`src/rtl/gf3_pkg.sv`:
```
package gf3_pkg;

    localparam int M = 97;
    localparam int TAP = 12;  // middle term of x^97 + x^12 + 2

    typedef logic [1:0] gf3_digit_t;  // 00=0, 01=1, 10=2
    typedef logic [2*M-1:0] gf3m_t;

    localparam gf3m_t gf3m_zero = '0;
    localparam gf3m_t gf3m_one = gf3m_t'(1);

    function automatic gf3_digit_t f3_add(gf3_digit_t a, gf3_digit_t b);
        logic [2:0] s;
        s = 3'(a) + 3'(b);
        if (s >= 3'd3)
            s = s - 3'd3;
        return s[1:0];
    endfunction

    function automatic gf3_digit_t f3_neg(gf3_digit_t a);
        return {a[0], a[1]};  // 1 <-> 2
    endfunction

    function automatic gf3_digit_t f3_sub(gf3_digit_t a, gf3_digit_t b);
        return f3_add(a, f3_neg(b));
    endfunction

    function automatic gf3_digit_t f3_mul(gf3_digit_t a, gf3_digit_t b);
        return {(a[1] & b[0]) | (a[0] & b[1]), (a[0] & b[0]) | (a[1] & b[1])};
    endfunction

    function automatic gf3m_t gf3m_add(gf3m_t a, gf3m_t b);
        gf3m_t r;
        for (int i = 0; i < M; i++)
            r[2*i +: 2] = f3_add(a[2*i +: 2], b[2*i +: 2]);
        return r;
    endfunction

    function automatic gf3m_t gf3m_neg(gf3m_t a);
        gf3m_t r;
        for (int i = 0; i < M; i++)
            r[2*i +: 2] = f3_neg(a[2*i +: 2]);
        return r;
    endfunction

    function automatic gf3m_t gf3m_sub(gf3m_t a, gf3m_t b);
        return gf3m_add(a, gf3m_neg(b));
    endfunction

    function automatic gf3m_t gf3m_scale(gf3m_t a, gf3_digit_t k);
        gf3m_t r;
        for (int i = 0; i < M; i++)
            r[2*i +: 2] = f3_mul(a[2*i +: 2], k);
        return r;
    endfunction

    // a*x mod p, folding x^M back as 2x^TAP + 1
    function automatic gf3m_t gf3m_mul_x(gf3m_t a);
        gf3m_t r;
        gf3_digit_t t;
        t = a[2*M-1 -: 2];
        r = {a[2*M-3:0], 2'b00};
        r[1:0] = t;
        r[2*TAP +: 2] = f3_sub(r[2*TAP +: 2], t);
        return r;
    endfunction

endpackage

```
`src/rtl/gf3m_inv.sv`:
```
`timescale 1ns/1ns

module gf3m_inv (
    input  logic           clk,
    input  logic           reset,
    input  logic           start,
    input  gf3_pkg::gf3m_t a,
    output gf3_pkg::gf3m_t c,
    output logic           done
);
    localparam int M = gf3_pkg::M;
    localparam int TAP = gf3_pkg::TAP;
    localparam int W = 2*M + 2;  // one extra digit for the leading term
    localparam int CW = $clog2(2*M + 1);

    typedef logic [W-1:0] poly_t;

    localparam poly_t P = (poly_t'(1) << (2*M)) | (poly_t'(1) << (2*TAP)) | poly_t'(2);

    poly_t s, r, s_red;
    gf3_pkg::gf3m_t u, v, v_red;
    logic [2*M:0] d;  // one-hot distance, bit 0 means zero
    logic [CW-1:0] cnt;
    logic run;
    gf3_pkg::gf3_digit_t q, r_top;

    function automatic poly_t sub_scaled(poly_t f, poly_t g, gf3_pkg::gf3_digit_t k);
        poly_t o;
        for (int i = 0; i <= M; i++)
            o[2*i +: 2] = gf3_pkg::f3_sub(f[2*i +: 2], gf3_pkg::f3_mul(g[2*i +: 2], k));
        return o;
    endfunction

    // e/x mod p, adds e0*p first so the constant term vanishes
    function automatic gf3_pkg::gf3m_t div_x(gf3_pkg::gf3m_t e);
        gf3_pkg::gf3m_t o;
        gf3_pkg::gf3_digit_t t;
        t = e[1:0];
        o = e >> 2;
        o[2*M-1 -: 2] = t;
        o[2*(TAP-1) +: 2] = gf3_pkg::f3_add(o[2*(TAP-1) +: 2], t);
        return o;
    endfunction

    assign r_top = r[W-1 -: 2];
    assign q = gf3_pkg::f3_mul(s[W-1 -: 2], r_top);  // s_m / r_m
    assign s_red = sub_scaled(s, r, q);
    assign v_red = gf3_pkg::gf3m_sub(v, gf3_pkg::gf3m_scale(u, q));

    always_ff @(posedge clk)
    begin
        if (reset)
        begin
            run <= 1'b0;
            cnt <= '0;
            done <= 1'b0;
        end
        else
        begin
            done <= 1'b0;
            if (start && !run)
            begin
                run <= 1'b1;
                cnt <= CW'(2*M);
            end
            else if (run && cnt != '0)
                cnt <= cnt - 1'b1;
            else if (run)
            begin
                run <= 1'b0;
                done <= 1'b1;
            end
        end
    end

    always_ff @(posedge clk)
    begin
        if (start && !run)
        begin
            s <= P;
            r <= poly_t'(a);
            u <= gf3_pkg::gf3m_one;
            v <= gf3_pkg::gf3m_zero;
            d <= (2*M+1)'(1);
        end
        else if (run && cnt != '0)
        begin
            if (r_top == 2'b00)
            begin
                r <= r << 2;
                u <= gf3_pkg::gf3m_mul_x(u);
                d <= d << 1;
            end
            else if (d[0])
            begin
                r <= s_red << 2;  // swap and reduce
                s <= r;
                u <= gf3_pkg::gf3m_mul_x(v_red);
                v <= u;
                d <= d << 1;
            end
            else
            begin
                s <= s_red << 2;
                v <= v_red;
                u <= div_x(u);
                d <= d >> 1;
            end
        end
        if (run && cnt == '0)
            c <= gf3_pkg::gf3m_scale(u, r_top);  // r_m is its own inverse
    end
endmodule

```
`config.mk`:
```
export PLATFORM = sky130hd
export DESIGN_NAME = gf3m_inv
export DESIGN_NICKNAME = d
export VERILOG_FILES = /design/src/rtl/gf3_pkg.sv /design/src/rtl/gf3m_inv.sv
export SDC_FILE = /design/constraint.sdc
export NUM_CORES = 2
export LEC_CHECK = 0
export BUFFER_PORTS_ARGS = -buffer_cell sky130_fd_sc_hd__buf_2
export CAP_MARGIN = 20
export CELL_PAD_IN_SITES_DETAIL_PLACEMENT = 1
export CELL_PAD_IN_SITES_GLOBAL_PLACEMENT = 2
export CORE_ASPECT_RATIO = 0.8
export CORE_MARGIN = 8
export CORE_UTILIZATION = 37
export CTS_BUF_LIST = sky130_fd_sc_hd__clkbuf_4
export DETAILED_ROUTE_END_ITERATION = 7
export GPL_ROUTABILITY_DRIVEN = 0
export PLACE_DENSITY_LB_ADDON = 0.2
export SETUP_SLACK_MARGIN = 0.1
export SYNTH_ARGS = -nofsm -noshare
export SYNTH_HDL_FRONTEND = slang
export SYNTH_SLANG_ARGS = --single-unit
```
`constraint.sdc`:
```
create_clock -name clk -period 16.47 [get_ports clk]
set_input_delay 0.8235 -clock clk [delete_from_list [all_inputs] [get_ports clk]]
set_output_delay 0.8235 -clock clk [all_outputs]
set_load 0.01 [all_outputs]
```
Yosys cells after proc, flatten, opt, wreduce, memory -nomap -nowiden
Cells that the tools add are included.
{"block": "classes", "add_sub_neg": 395, "reduce_logical": 15, "n_lt_le_gt_ge": 197, "n_eq_ne": 1, "n_bitwise": 1753, "muxes": 212}
{"op": "1-bit bitwise AND", "count": 1168}
{"op": "194-bit 2-to-1 mux", "count": 5}
{"op": "2-bit by 2-bit adder with 3-bit output", "count": 197}
{"op": "3-bit by 2-bit >= comparator with 1-bit output (second input constant)", "count": 197}
{"op": "196-bit 2-to-1 mux", "count": 3}
{"op": "1-bit OR", "count": 584}
{"op": "2-bit 2-to-1 mux", "count": 197}
{"op": "2-bit subtractor (second input constant)", "count": 197}
{"op": "195-bit 2-to-1 mux", "count": 2}
{"op": "8-bit 2-to-1 mux", "count": 2}
{"op": "8-bit zero test", "count": 1}
{"op": "8-bit nonzero test", "count": 1}
{"op": "8-bit by 1-bit subtractor with 8-bit output (second input constant)", "count": 1}
{"op": "2-bit AND reduction", "count": 3}
{"op": "2-bit nonzero test", "count": 2}
{"op": "1-bit logical AND", "count": 3}
{"op": "1-bit 2-to-1 mux", "count": 3}
{"op": "3-bit nonzero test", "count": 1}
{"op": "3-bit OR reduction", "count": 1}
{"op": "2-bit zero test", "count": 1}
{"op": "2-bit != test (second input constant)", "count": 1}
{"op": "2-bit OR reduction", "count": 1}
{"op": "1-bit zero test", "count": 1}
{"op": "1-bit inverter", "count": 1}
{"block": "totals", "word_cells": 2584, "output_inout_bits": 195, "input_bits": 197, "ff_bits": 1179}

Longest topological paths before layout
{"block": "depth", "depth_word": 12, "depth_mapped": 22, "depth_no_buf": 18}

Least setup slack after synthesis
Ideal clock, no wire load.
{"block": "synth_timing", "path_type": "register to register", "startpoint": "register cnt[0]", "endpoint": "register r[0], enable pin", "required_ns": 15.454, "slack_ns": 0.463, "setup_ns": 1.016, "path_stages_with_launch": 9, "path_buffers": 3, "arrival_time_ns": 14.991, "cell_sequence": "dfxtp_1 inv_1 ha_1 or4b_4 o21ai_2 buf_4 buf_4 buf_2 o21ai_0"}
{"block": "synth_between", "elab_chain_cells": 4}
{"element": "from (decl)", "line": "gf3m_inv.sv:23", "text": "logic [CW-1:0] cnt;"}
{"element": "from (signal assigned)", "line": "gf3m_inv.sv:64", "text": "cnt <= CW'(2*M);"}
{"element": "from (signal assigned)", "line": "gf3m_inv.sv:67", "text": "cnt <= cnt - 1'b1;"}
{"element": "8-bit nonzero test", "line": "gf3m_inv.sv:86", "text": "else if (run && cnt != '0)"}
{"element": "1-bit logical AND", "line": "gf3m_inv.sv:86"}
{"element": "2-bit nonzero test (no line)"}
{"element": "2-bit AND reduction (no line)"}
{"element": "to (signal assigned)", "line": "gf3m_inv.sv:81", "text": "r <= poly_t'(a);"}
{"element": "to (signal assigned)", "line": "gf3m_inv.sv:90", "text": "r <= r << 2;"}
{"element": "to (signal assigned)", "line": "gf3m_inv.sv:96", "text": "r <= s_red << 2;"}
{"element": "to (decl)", "line": "gf3m_inv.sv:20", "text": "poly_t s, r, s_red;"}
No other way between the ends.
A chain may end at the register's enable or synchronous reset.

Worst setup path in the final report
{"block": "layout_timing", "startpoint": "register r[195]", "endpoint": "register r[56] (data pin)"}
{"block": "layout_between", "elab_chain_cells": 11}
{"element": "1-bit bitwise AND", "line": "gf3_pkg.sv:29", "text": "return {(a[1] & b[0]) | (a[0] & b[1]), (a[0] & b[0]) | (a[1] & b[1])};"}
{"element": "1-bit OR", "line": "gf3_pkg.sv:29"}
{"element": "1-bit bitwise AND", "line": "gf3_pkg.sv:29"}
{"element": "1-bit OR", "line": "gf3_pkg.sv:29"}
{"element": "2-bit by 2-bit adder with 3-bit output", "line": "gf3_pkg.sv:14", "text": "s = 3'(a) + 3'(b);"}
{"element": "3-bit by 2-bit >= comparator with 1-bit output or 2-bit subtractor (tied branches)", "line": "gf3_pkg.sv:15, gf3_pkg.sv:16"}
{"element": "2-bit 2-to-1 mux", "line": "gf3_pkg.sv:15", "text": "if (s >= 3'd3)"}
{"element": "196-bit 2-to-1 mux", "line": "gf3m_inv.sv:94", "text": "else if (d[0])"}
{"element": "196-bit 2-to-1 mux (*)", "line": "gf3m_inv.sv:88", "text": "if (r_top == 2'b00)"}
{"element": "194-bit 2-to-1 mux (*)", "line": "gf3m_inv.sv:86"}
{"element": "194-bit 2-to-1 mux (*)", "line": "gf3m_inv.sv:78", "text": "if (start && !run)"}
Every way passes the cells marked *; elsewhere a longest branch is shown, timed or not. The select of a mux whose other input is x is not followed.

==> impl_metrics.tcl <==
set metrics [dict create \
    grt_pass1_vias 67400 \
    layout_commonest_cell "nor2_1" \
    critPathRequiredTime_ns 17.66 \
    grt_use_total 0.216 \
    layout-drive-gt1-share 0.153 \
    synthTopCellsByArea "dfxtp_1 (22%), edfxtp_1 (16%), a22o_1 (8.1%), ha_1 (6.8%), mux2i_1 (5.6%)" \
    worst_slew_pin_slew_ns 1.13 \
    cts_max_level 5 \
    cpPeakStageDelay_ns 0.91 \
    fin_crit_ns 5.66 \
    total_power_mw 14.9 \
    grt_pass1_wl_um 376000 \
    cts_buffers 357 \
    hp-class "primary input to register" \
    synth_top_family_by_area "compound AO/OA/AOI/OAI gates" \
    avgSynthCellArea_sq_um 9.23 \
    endpoint_kind "register" \
    p_int_mw 8.26 \
    outcome "finished, final reports clean" \
    finalHoldViolCount 0 \
    area_growth_pct 12.4 \
    clk_path_buf_depth 4 \
    yosys.area.top_type_share 0.217 \
    syn_area_sq_um 73100 \
    grt_overflow 0 \
    dieArea_sq_um 212000 \
    clk-insertion-delay-late_ns 1.35 \
    via_count 64100 \
    synth_compound_area_frac 0.234 \
    ys.flop_type "dfxtp_1" \
    cp_max_fo 76 \
    synth-simple-area-share 0.163 \
    p_seq_frac 0.316 \
    cp_data_arrival_time_ns 6.85 \
    synth_top_area_cell "dfxtp_1" \
    final_cell_mix "nor2_1 (849), dfxtp_1 (788), a22o_1 (676)" \
    pwr-share-comb 0.486 \
    yosys.area_share.xor_xnor 0.000719 \
    placeableCoreArea_sq_um 197000 \
    power.switching_mw 6.62 \
    wirelength_um 237000 \
    routed_via_density 5.82 \
    place_area_sq_um 75700 \
    reg2reg_depth 11 \
    hpwl_um 142000 \
    drt_iter0_markers 3638 \
    fillCellCount 22600 \
    multiInputGateArea_sq_um 42200 \
    hold_depth 3 \
    seq_area_sq_um 27500 \
    cts_tree "yes" \
    fin_area_sq_um 82200 \
    fmax_mhz 177 \
    drtPass1Iterations 5 \
    whs_ns 0.328 \
    timing.final.crit_share 0.344 \
    yosysSeqAreaShare 0.376 \
    synth_edf_count 388 \
    p_leak_nw 33.4 \
    ant_nets 0 \
    postLayoutCoreUtil 0.417 \
    swShare 0.445 \
    finalNonFillerCells 11000 \
    antenna_found_initial 15 \
    drv_slew 0 \
    synth-adder-area-share 0.122 \
    path_delay_family "buffers and inverters" \
    rows 146 \
    placed_cells 10200 \
    ys_types 62 \
    yosys_warnings 0 \
    post_drt_wl_per_cell_um 21.6 \
    synth_seq_cells 1179 \
    skew_ns 0.0892 \
    clkPwrFrac 0.197 \
    setup_violations 0 \
    synth_fp_nets 8714 \
    nNetsFinal 8936 \
    grt_max_degree 196 \
    clkSinkCount 1179 \
    synth_mux_area_frac 0.0567 \
    clockRootBuffer "clkbuf_4" \
    rsz0062_at_grt "false" \
    crit_type "register to register" \
    cts_resized 0 \
    setup_ws_ns 10.81 \
    die_h_um 414 \
    ios 392 \
    syn-instance-count 7925 \
    port_buffers 391 \
    post_cts_buffers 0 \
    fin_tns_setup_ns 0 \
    crit_buf_inv 2 \
    start_kind "register" \
    route.detailed.drc 0 \
    relSlewSlack 0.245 \
    die_width_um 513 \
    start_util 0.371 \
    pre_cts_slack_ns 10.86 \
    cp_slowest_cell "buf_4" \
    async_flop_share 0 \
    clkSlewWorstSetupHoldPaths_ns 0.07 \
    timing.max_cap.violations 0 \
    peakVddDrop_v 0.000116 \
    crit_chain "a22o_4 -> buf_4 -> buf_4 -> a22o_1 -> ha_1 -> fa_1 -> ha_1 -> or4b_2 -> o21ai_0 -> mux2i_1 -> a21oi_1" \
    power_density_nw_per_um2 181 \
    worstSetupPathDepth 11 \
]
[power by group through the flow]
stage	Combinational (mW)	Clock, mW	Sequential (mW)
final	7.23	2.94	4.70
after global routing	8.11	3.20	4.82
after CTS	7.28	3.06	4.70
after detailed placement	7.19	0	4.75
after global placement	6.90	0	4.74
after floorplan	5.71	0	4.33
[area by class of cell]
class | instances | share of cell area
Inverter | 17 | 0.000868
Clock buffer | 530 | 0.0484
Multi-Input combinational cell | 5929 | 0.514
Timing Repair Buffer | 663 | 0.0568
Tap cell | 2590 | 0.0394
Clock inverter | 90 | 0.00562
Antenna cell | 17 | 0.000518
Sequential cell | 1179 | 0.335
[synth_stat cells (22+ instances only)]
master / count
o31a_1: 26
o211ai_1: 178
buf_1: 49
o21ai_0: 613
a221oi_1: 162
nor2_1: 852
buf_4: 22
o21ai_1: 152
buf_2: 80
or3_1: 96
a22oi_1: 84
buf_6: 26
edfxtp_1: 388
and3_1: 93
or2_2: 84
nor3_1: 297
a311oi_1: 50
ha_1: 395
a22o_1: 678
nand3_1: 404
fa_1: 197
o211a_1: 79
dfxtp_1: 791
a21oi_1: 349
mux2i_1: 412
nand2_1: 422
or4b_2: 165
clkbuf_1: 559
clkbuf_2: 64
[final timing paths]
check / from / end / slack, ns
worst max-delay path: r[195] / r[56] / 10.81
worst min-delay path: a[1] / r[1] / 0.33
worst max register to register: r[195] / r[56] / 10.81
worst min register to register: d[148] / d[147] / 0.45
[timing repair]
action / 4_1_cts / 5_1_grt
hold buffers: 197 / 0
setup endpoints to repair: 0 / 0
endpoints found under the hold margin: 211 / 0
[cell families (layout without fill, tap and decap cells)]
family / Yosys count / count (layout)
AOI/OAI and AO/OA: 2469 / 2469
xor gates and xnor gates: 6 / 6
adders and majority gates: 592 / 592
buffers and inverters: 817 / 1300
DFF: 1179 / 1179
muxes: 414 / 414
other: 0 / 17
and+or+nand+nor: 2448 / 2448
[per-layer routing]
| layer | GRT usage | wire (um) |
|---|---|---|
| met1 | 0.280 | 110000 |
| met2 | 0.363 | 111000 |
| met3 | 0.0351 | 9500 |
| met4 | 0.0797 | 7710 |
| met5 | 0 | 10 |
[sequential cells by signal, summed over array words and instances, names as in the netlist]
| signal | count |
|---|---|
| s | 196 |
| r | 196 |
| u | 194 |
| d | 195 |
| done | 1 |
| c | 194 |
| v | 194 |
| cnt | 8 |
| run | 1 |
[tightest hold or removal path, cell delays in order]
cell and delay [ns]:
dlygate4sd3_1 0.53, buf_2 0.09, and2_1 0.11
(Power assumes the default switching activity.)
