## src/rtl/gf3_pkg.sv

```systemverilog
package gf3_pkg;

    localparam int M = 97;
    localparam int TAP = 12;  // middle term of x^97 + x^12 + 2

    typedef logic [1:0] gf3_digit_t;  // 00=0, 01=1, 10=2
    typedef logic [2*M-1:0] gf3m_t;

    localparam gf3m_t gf3m_zero = '0;
    localparam gf3m_t gf3m_one = gf3m_t'(1);

    function automatic gf3_digit_t f3_add(gf3_digit_t a, gf3_digit_t b);
        logic [2:0] s;
        s = 3'(a) + 3'(b);
        if (s >= 3'd3)
            s = s - 3'd3;
        return s[1:0];
    endfunction

    function automatic gf3_digit_t f3_neg(gf3_digit_t a);
        return {a[0], a[1]};  // 1 <-> 2
    endfunction

    function automatic gf3_digit_t f3_sub(gf3_digit_t a, gf3_digit_t b);
        return f3_add(a, f3_neg(b));
    endfunction

    function automatic gf3_digit_t f3_mul(gf3_digit_t a, gf3_digit_t b);
        return {(a[1] & b[0]) | (a[0] & b[1]), (a[0] & b[0]) | (a[1] & b[1])};
    endfunction

    function automatic gf3m_t gf3m_add(gf3m_t a, gf3m_t b);
        gf3m_t r;
        for (int i = 0; i < M; i++)
            r[2*i +: 2] = f3_add(a[2*i +: 2], b[2*i +: 2]);
        return r;
    endfunction

    function automatic gf3m_t gf3m_neg(gf3m_t a);
        gf3m_t r;
        for (int i = 0; i < M; i++)
            r[2*i +: 2] = f3_neg(a[2*i +: 2]);
        return r;
    endfunction

    function automatic gf3m_t gf3m_sub(gf3m_t a, gf3m_t b);
        return gf3m_add(a, gf3m_neg(b));
    endfunction

    function automatic gf3m_t gf3m_scale(gf3m_t a, gf3_digit_t k);
        gf3m_t r;
        for (int i = 0; i < M; i++)
            r[2*i +: 2] = f3_mul(a[2*i +: 2], k);
        return r;
    endfunction

    // a*x mod p, folding x^M back as 2x^TAP + 1
    function automatic gf3m_t gf3m_mul_x(gf3m_t a);
        gf3m_t r;
        gf3_digit_t t;
        t = a[2*M-1 -: 2];
        r = {a[2*M-3:0], 2'b00};
        r[1:0] = t;
        r[2*TAP +: 2] = f3_sub(r[2*TAP +: 2], t);
        return r;
    endfunction

endpackage

```

## src/rtl/tower_if.sv

```systemverilog
`timescale 1ns/1ns

interface tower_if;
    gf3_pkg::gf3m_t e0;
    gf3_pkg::gf3m_t e1;
    gf3_pkg::gf3m_t e2;
    logic valid;  // one-cycle pulse, e0..e2 held until the next one

    modport src (
        output e0, e1, e2, valid
    );

    modport dst (
        input e0, e1, e2, valid
    );
endinterface

```

## src/rtl/gf3m_mult.sv

```systemverilog
`timescale 1ns/1ns

module gf3m_mult #(
    parameter int DIGITS = 3
) (
    input  logic           clk,
    input  logic           reset,
    input  logic           start,
    input  gf3_pkg::gf3m_t x,
    input  gf3_pkg::gf3m_t y,
    output gf3_pkg::gf3m_t p,
    output logic           done
);
    localparam int STEPS = (gf3_pkg::M + DIGITS - 1) / DIGITS;
    localparam int CW = $clog2(STEPS + 1);

    gf3_pkg::gf3m_t xs, ys, acc;
    gf3_pkg::gf3m_t xs_next, acc_next;
    logic [CW-1:0] cnt;
    logic run;

    // DIGITS low digits of y into the accumulator, x advanced by x^DIGITS
    always_comb
    begin
        xs_next = xs;
        acc_next = acc;
        for (int j = 0; j < DIGITS; j++)
        begin
            acc_next = gf3_pkg::gf3m_add(acc_next, gf3_pkg::gf3m_scale(xs_next, ys[2*j +: 2]));
            xs_next = gf3_pkg::gf3m_mul_x(xs_next);
        end
    end

    always_ff @(posedge clk)
    begin
        if (reset)
        begin
            run <= 1'b0;
            cnt <= '0;
            done <= 1'b0;
        end
        else
        begin
            done <= 1'b0;
            if (start && !run)
            begin
                run <= 1'b1;
                cnt <= CW'(STEPS);
            end
            else if (run && cnt != '0)
                cnt <= cnt - 1'b1;
            else if (run)
            begin
                run <= 1'b0;  // result cycle
                done <= 1'b1;
            end
        end
    end

    always_ff @(posedge clk)
    begin
        if (start && !run)
        begin
            xs <= x;
            ys <= y;
            acc <= gf3_pkg::gf3m_zero;
        end
        else if (run && cnt != '0)
        begin
            xs <= xs_next;
            ys <= ys >> (2*DIGITS);
            acc <= acc_next;
        end
        if (run && cnt == '0)
            p <= acc;
    end
endmodule

```

## src/rtl/gf3m_triple_mult.sv

```systemverilog
`timescale 1ns/1ns

module gf3m_triple_mult #(
    parameter int DIGITS = 3
) (
    input  logic           clk,
    input  logic           reset,
    input  logic           start,
    input  gf3_pkg::gf3m_t x0,
    input  gf3_pkg::gf3m_t y0,
    input  gf3_pkg::gf3m_t x1,
    input  gf3_pkg::gf3m_t y1,
    input  gf3_pkg::gf3m_t x2,
    input  gf3_pkg::gf3m_t y2,
    output gf3_pkg::gf3m_t p0,
    output gf3_pkg::gf3m_t p1,
    output gf3_pkg::gf3m_t p2,
    output logic           done
);
    logic [2:0] phase, sel;
    logic idle, m_start, m_done;
    gf3_pkg::gf3m_t mx, my, mp;

    assign idle = (phase == 3'b000);
    // the next pair is steered in during the cycle the last product is presented
    assign sel = idle ? 3'b001 : (m_done ? {phase[1:0], 1'b0} : phase);
    assign m_start = (start && idle) || (m_done && !phase[2]);

    always_comb
    begin
        mx = x0;
        my = y0;
        if (sel[1])
        begin
            mx = x1;
            my = y1;
        end
        else if (sel[2])
        begin
            mx = x2;
            my = y2;
        end
    end

    gf3m_mult #(.DIGITS(DIGITS)) u_mult (
        .clk   (clk),
        .reset (reset),
        .start (m_start),
        .x     (mx),
        .y     (my),
        .p     (mp),
        .done  (m_done)
    );

    always_ff @(posedge clk)
    begin
        if (reset)
        begin
            phase <= 3'b000;
            done <= 1'b0;
        end
        else
        begin
            done <= m_done && phase[2];
            if (start && idle)
                phase <= 3'b001;
            else if (m_done)
                phase <= {phase[1:0], 1'b0};  // falls to idle after the third
        end
    end

    always_ff @(posedge clk)
    begin
        if (m_done && phase[0])
            p0 <= mp;
        if (m_done && phase[1])
            p1 <= mp;
        if (m_done && phase[2])
            p2 <= mp;
    end
endmodule

```

## src/rtl/tower_scale_stage.sv

```systemverilog
`timescale 1ns/1ns

module tower_scale_stage #(
    parameter int DIGITS = 3
) (
    input  logic           clk,
    input  logic           reset,
    tower_if.dst           adj_if,
    input  gf3_pkg::gf3m_t inv,
    input  logic           inv_valid,
    output gf3_pkg::gf3m_t c0,
    output gf3_pkg::gf3m_t c1,
    output gf3_pkg::gf3m_t c2,
    output logic           done
);
    gf3_pkg::gf3m_t k0, k1, k2;
    gf3_pkg::gf3m_t p0, p1, p2;
    logic prod_done;

    always_ff @(posedge clk)
    begin
        if (adj_if.valid)
        begin
            k0 <= adj_if.e0;
            k1 <= adj_if.e1;
            k2 <= adj_if.e2;
        end
        if (prod_done)
        begin
            c0 <= p0;  // held until the next operation
            c1 <= p1;
            c2 <= p2;
        end
    end

    gf3m_triple_mult #(.DIGITS(DIGITS)) u_scale_mult (
        .clk (clk), .reset (reset), .start (inv_valid),
        .x0 (inv), .y0 (k0), .x1 (inv), .y1 (k1), .x2 (inv), .y2 (k2),
        .p0 (p0), .p1 (p1), .p2 (p2), .done (prod_done)
    );

    always_ff @(posedge clk)
    begin
        if (reset)
            done <= 1'b0;
        else
            done <= prod_done;
    end
endmodule

```

## src/flat_wrapper.sv

```systemverilog
// flat-port wrapper written by rule: the top's interface ports become plain ports
module tower_scale_stage_flat 
#(
    parameter int DIGITS = 3
)
  (clk, reset, inv, inv_valid, c0, c1, c2, done, adj_if_e0, adj_if_e1, adj_if_e2, adj_if_valid);
  tower_if adj_if_i ();
  input  logic clk;
  input  logic reset;
  input  gf3_pkg::gf3m_t inv;
  input  logic inv_valid;
  output gf3_pkg::gf3m_t c0;
  output gf3_pkg::gf3m_t c1;
  output gf3_pkg::gf3m_t c2;
  output logic done;
  input wire logic [$bits(adj_if_i.e0)-1:0] adj_if_e0;
  input wire logic [$bits(adj_if_i.e1)-1:0] adj_if_e1;
  input wire logic [$bits(adj_if_i.e2)-1:0] adj_if_e2;
  input wire logic [$bits(adj_if_i.valid)-1:0] adj_if_valid;
  assign adj_if_i.e0 = adj_if_e0;
  assign adj_if_i.e1 = adj_if_e1;
  assign adj_if_i.e2 = adj_if_e2;
  assign adj_if_i.valid = adj_if_valid;
  tower_scale_stage #(.DIGITS(DIGITS)) u_core (.clk(clk), .reset(reset), .adj_if(adj_if_i), .inv(inv), .inv_valid(inv_valid), .c0(c0), .c1(c1), .c2(c2), .done(done));
endmodule
```

## config.mk

```make
export PLATFORM = sky130hd
export DESIGN_NAME = tower_scale_stage_flat
export DESIGN_NICKNAME = d
export VERILOG_FILES = /design/src/rtl/gf3_pkg.sv /design/src/rtl/tower_if.sv /design/src/rtl/gf3m_mult.sv /design/src/rtl/gf3m_triple_mult.sv /design/src/rtl/tower_scale_stage.sv /design/src/flat_wrapper.sv
export SDC_FILE = /design/constraint.sdc
export NUM_CORES = 2
export LEC_CHECK = 0
export BUFFER_PORTS_ARGS = -buffer_cell sky130_fd_sc_hd__buf_2
export CORE_AREA = 2 2 524 526
export DETAILED_ROUTE_END_ITERATION = 8
export DIE_AREA = 0 0 526 528
export PLACE_DENSITY = 0.6
export SLEW_MARGIN = 20
export SYNTH_ARGS = -nofsm -noshare
export SYNTH_HDL_FRONTEND = slang
export SYNTH_HIERARCHICAL = 1
export SYNTH_SLANG_ARGS = --single-unit
```

## constraint.sdc

```tcl
create_clock -name clk -period 26 [get_ports clk]
set_input_delay 2.6 -clock clk [delete_from_list [all_inputs] [get_ports clk]]
set_output_delay 2.6 -clock clk [all_outputs]
set_load 0.05 [all_outputs]
```

======== Word level (Yosys, flattened, before mapping) ========
Index checks and enable logic that the tools add are counted.
cells by class
  add/subtract/negate cells ............... 589
  equality and inequality tests ........... 1
  magnitude comparators ................... 294
  bitwise gates (word level) .............. 1746
  muxes and demuxes ....................... 308
  reduce and logical (&&, ||, !) cells .... 18
operators by type and width
  cell                 number
  $and 1x1->1          1164
  $mux 194             6
  $add 2x2->3          294
  $ge 3x2->1 const B   294
  $mux 2               294
  $sub 2x2->2 const B  294
  $or 1x1->1           582
  $mux 6               2
  $logic_and 1x1->1    8
  $logic_not 6->1      1
  $mux 3               2
  $reduce_bool 6->1    1
  $sub 6x1->6 const B  1
  $mux 1               4
  $reduce_or 2->1      2
  $logic_not 3->1      1
  $reduce_or 3->1      1
  $logic_not 1->1      2
  $ne 2x1->1 const B   1
  $reduce_bool 2->1    1
  $logic_or 1x1->1     1
word-level totals
  word-level logic and storage cells ...... 2977
  register bits ........................... 2535
  output and inout port bits .............. 583
  bits of input ports ..................... 780

======== Depth between registers and ports, before layout ========
  depth after elaboration ................. 11
  gate-level depth with buffers ........... 22
  gate-level depth less buffers ........... 19

======== By module ========
The synthesis kept the hierarchy.
modules (own cells, without submodules)
  module             cells each  instances  area an instance (um2)
  gf3m_mult          5500        1          57367.5
  tower_scale_stage  1166        1          34987.3
  gf3m_triple_mult   2326        1          25410.6

======== Worst setup path after synthesis ========
Ideal clock, no wire load.
  path kind ............................... reg2reg
  start point ............................. reg u_core.u_scale_mult.done
  end point ............................... reg u_core.done
  library setup time ...................... 0.140 ns
  arrival time ............................ 14.791 ns
  required time ........................... 25.860 ns
  path slack .............................. 11.069 ns
  stages on the path, launching flop included .. 2
  path through ............................ dfxtp_1 -> nor2b_4
RTL lines
  what                      RTL line                 text
  start: declaration        gf3m_triple_mult.sv:18   output logic done
  start signal: assignment  gf3m_triple_mult.sv:64   done <= m_done && phase[2];
  end signal: assignment    tower_scale_stage.sv:47  done <= prod_done;
  end: declaration          tower_scale_stage.sv:14  output logic done
No word-level cell between the ends.

======== Final worst setup path ========
  start point ............................. reg u_core.u_scale_mult.u_mult.ys[1]
  end point ............................... reg u_core.u_scale_mult.u_mult.acc[142]
on the way
  word-level cells in the longest chain between the ends .. 11
  elaborated cells on any way between the ends .. 16
  classes of those cells .................. add/sub (6); order compare (3); mux (3); bitwise (4)
ends and longest elaborated chain
  what                                       RTL line                      text
  start: declaration                         gf3m_mult.sv:17               gf3_pkg::gf3m_t xs, ys, acc;
  start signal: assignment                   gf3m_mult.sv:65               ys <= y;
  start signal: assignment                   gf3m_mult.sv:71               ys <= ys >> (2*DIGITS);
  $and 1x1->1                                gf3_pkg.sv:29                 return {(a[1] & b[0]) | (a[0] & b[1]), (a[0] & b[0]) | (a[1] & b[1])};
  $or 1x1->1                                 gf3_pkg.sv:29
  $add 2x2->3 (*)                            gf3_pkg.sv:14                 s = 3'(a) + 3'(b);
  $ge 3x2->1 or $sub 2x2->2 (tied branches)  gf3_pkg.sv:15, gf3_pkg.sv:16
  $mux 2 (*)                                 gf3_pkg.sv:15                 if (s >= 3'd3)
  $add 2x2->3 (*)                            gf3_pkg.sv:14
  $ge 3x2->1 or $sub 2x2->2 (tied branches)  gf3_pkg.sv:15, gf3_pkg.sv:16
  $mux 2 (*)                                 gf3_pkg.sv:15
  $add 2x2->3 (*)                            gf3_pkg.sv:14
  $ge 3x2->1 or $sub 2x2->2 (tied branches)  gf3_pkg.sv:15, gf3_pkg.sv:16
  $mux 2 (*)                                 gf3_pkg.sv:15
  end signal: assignment                     gf3m_mult.sv:66               acc <= gf3_pkg::gf3m_zero;
  end signal: assignment                     gf3m_mult.sv:72               acc <= acc_next;
  end: declaration                           gf3m_mult.sv:17
Mark *: on every way between the ends. The rest lies on a longest branch, timed or not.
A chain may end at the register's enable or synchronous reset.

==> impl_metrics.ini <==
[timing]
min_period_ns = 6.45
finalSetupViolCount = 0
relSlewSlack_pct = 25.2
fin_skew_ns = 0.0655
final_max_slew_viol_count = 0
finalCritPeriodShare_pct = 24.8
tns_ns = 0
timing.hold.ws_ns = 0.402
worst_slew_pin_slew_ns = 1.12
rsz0062_at_grt = false
hold_viol = 0
fmax_ghz = 0.155

[grt]
grt_pass1_vias = 77700
antenna_found_initial = 118
gr-total-overflow = 0
grt_pass1_wl_um = 500000
grt_max_degree = 170
track_usage_pct = 24.1

[cts]
clk_pin_slew_ns = 0.06
clockBufferDepth = 4
postCtsHoldBufs = 0
tritoncts = done
cts_setup_buffers = 0
cts_root_buf = clkbuf_16
cts.sinks = 2535
cts_made_buffers = 279
h-tree-depth = 5
clk_latency_ns = 0.91
cts_resized = 0

[place]
dpl.hpwl_um = 246000
gp_congestion = 0.879
dp_cells = 13600
port-buffer-count = 1362

[logic_synthesis]
yosysTopAreaCell = edfxtp_1
synthTopCellsByArea = edfxtp_1, nand2_1, ha_1, fa_1, a22o_1
syn_area_um2 = 118000
avgSynthCellArea_um2 = 13.1
yosysUniqueCellTypes = 45
synth_nets = 10700
ys_seq_elements = 2535
yosysWarnings = 6
postSynthCellCount = 8992
seq_area_frac_synth_pct = 62.9
synth_flop_cell = edfxtp_1
async_flop_share_pct = 0
synth_common_cells = edfxtp_1, nand2_1, nor2_1
synth.most_common_cell = edfxtp_1
synth_edf_count = 2328
synth.top_cell.area_share_pct = 59.4

[floorplan]
die_h_um = 528
ios = 1363
initial_core_util_pct = 43.2
die_w_um = 526
coreArea_um2 = 272000
dieArea_um2 = 278000
rows = 192

[finish]
layout-drive-gt1-share_pct = 18.8
fin_util_pct = 50.4
areaGrowthSynthToFinish_pct = 16.5
stdcell_count = 14200
nets = 12000

[setup_path]
criticalPathCategory = flop to flop
critical_path_required_ns = 26.82
cp-end-kind = flop
start_kind = flop
worst-path-max-fanout = 55
crit_arrival_ns = 7.27

[status]
status = finished clean

[routing]
firstDrtPassIters = 8
wl_per_cell_um = 24.4
vias_per_cell = 5.60
drc_errors = 0
wl_um = 345000
dr_total_vias = 79300
drt-initial-drc-count = 6325
ant_nets = 0

[worst_hold_path]
hp-class = flop to flop

[flow_run]
maxCapViolCount = 0
## cell usage in the layout, fill, tap and decap left out, types with 58 or more instances in the layout
cell type | Yosys | layout
edfxtp_1 | 2328 | 2328
nand2_1 | 2098 | 2097
mux2_2 | 103 | 102
clkbuf_16 | 0 | 282
dfxtp_1 | 207 | 206
diode_2 | 0 | 58
nand3b_1 | 141 | 141
ha_1 | 589 | 589
buf_4 | 49 | 75
nor3_1 | 293 | 293
mux2i_1 | 196 | 194
clkbuf_1 | 219 | 63
o32a_1 | 141 | 141
nand2b_1 | 99 | 98
fa_1 | 294 | 294
a31oi_1 | 390 | 390
o32ai_1 | 98 | 98
nor2_1 | 634 | 633
a22o_1 | 582 | 582
buf_2 | 141 | 1361
a21oi_1 | 62 | 62
o21ai_0 | 144 | 144
## metal layers
layer,up-vias,share of wire [%],global-route usage [%]
met2,2945,51,42.7
met4,36,4.5,10.8
met5,-,0.070,0
met3,648,6.3,3.91
li1,36400,-,-
met1,39300,38,28.8
## critical path, cell delays in order, from the launching register on
cell	delay [ns]
edfxtp_1	0.38
buf_4	0.56
buf_4	0.74
a22o_1	0.27
ha_1	0.16
fa_1	0.44
ha_1	0.22
or3_1	0.37
a21oi_1	0.18
ha_1	0.19
fa_1	0.44
ha_1	0.21
or3_1	0.38
a21oi_1	0.19
ha_1	0.19
fa_1	0.45
ha_1	0.24
nor2_1	0.16
mux2_2	0.36
mux2i_1	0.12
## final cells by class
| type | count | area (um2) |
|---|---|---|
| repair buffers | 1451 | 7670 |
| well taps | 3589 | 4490 |
| clock inverters | 152 | 1660 |
| flip-flops and latches | 2535 | 74100 |
| clock buffers | 353 | 7400 |
| fillers | 23500 | 135000 |
| inverters | 12 | 45.0 |
| diodes | 58 | 145 |
| multi-input cells | 6008 | 41700 |
## sequential cells by signal (all words and copies together), names as in the netlist
register                         count
u_core/k2                          194
u_core/c0                          194
u_core/u_scale_mult/u_mult/done      1
u_core/u_scale_mult/u_mult/ys      194
u_core/u_scale_mult/u_mult/run       1
u_core/u_scale_mult/u_mult/acc     194
u_core/u_scale_mult/p2             194
u_core/u_scale_mult/p1             194
u_core/c2                          194
u_core/u_scale_mult/u_mult/xs      194
u_core/done                          1
u_core/u_scale_mult/p0             194
u_core/u_scale_mult/u_mult/p       194
u_core/k1                          194
u_core/c1                          194
u_core/k0                          194
u_core/u_scale_mult/u_mult/cnt       6
u_core/u_scale_mult/phase            3
u_core/u_scale_mult/done             1
## cells by family (layout without fill, tap and decap cells)
group,count (synthesis),count (layout),synth area share [%]
compound gates,1480,1480,9.61
fa+ha+maj,883,883,11.3
buf+inv,449,1968,1.77
flops,2535,2535,62.9
mux,299,299,2.65
simple gates,3346,3346,11.8
other cells,0,58,0
## final timing paths
path | from | endpoint | slack, ns | cells after the start
hold / removal | u_core/u_scale_mult/p0[56] | u_core/c0[56] | 0.40 | 0
setup reg to reg | u_core/u_scale_mult/u_mult/ys[1] | u_core/u_scale_mult/u_mult/acc[142] | 19.55 | 19
hold reg to reg | u_core/u_scale_mult/p0[56] | u_core/c0[56] | 0.40 | 0
setup / recovery | u_core/u_scale_mult/u_mult/ys[1] | u_core/u_scale_mult/u_mult/acc[142] | 19.55 | 19
## stage by stage
step	cell area, um2	worst slack, ns
global route	137000	19.28
CTS	137000	19.64
detailed placement	128000	19.19
floorplan	118000	11.07
global placement	128000	19.23
finish	137000	19.55
Power is left out: the tool's default activity adds up to more than one toggle a clock period on the data nets, which glitch-free logic cannot reach.
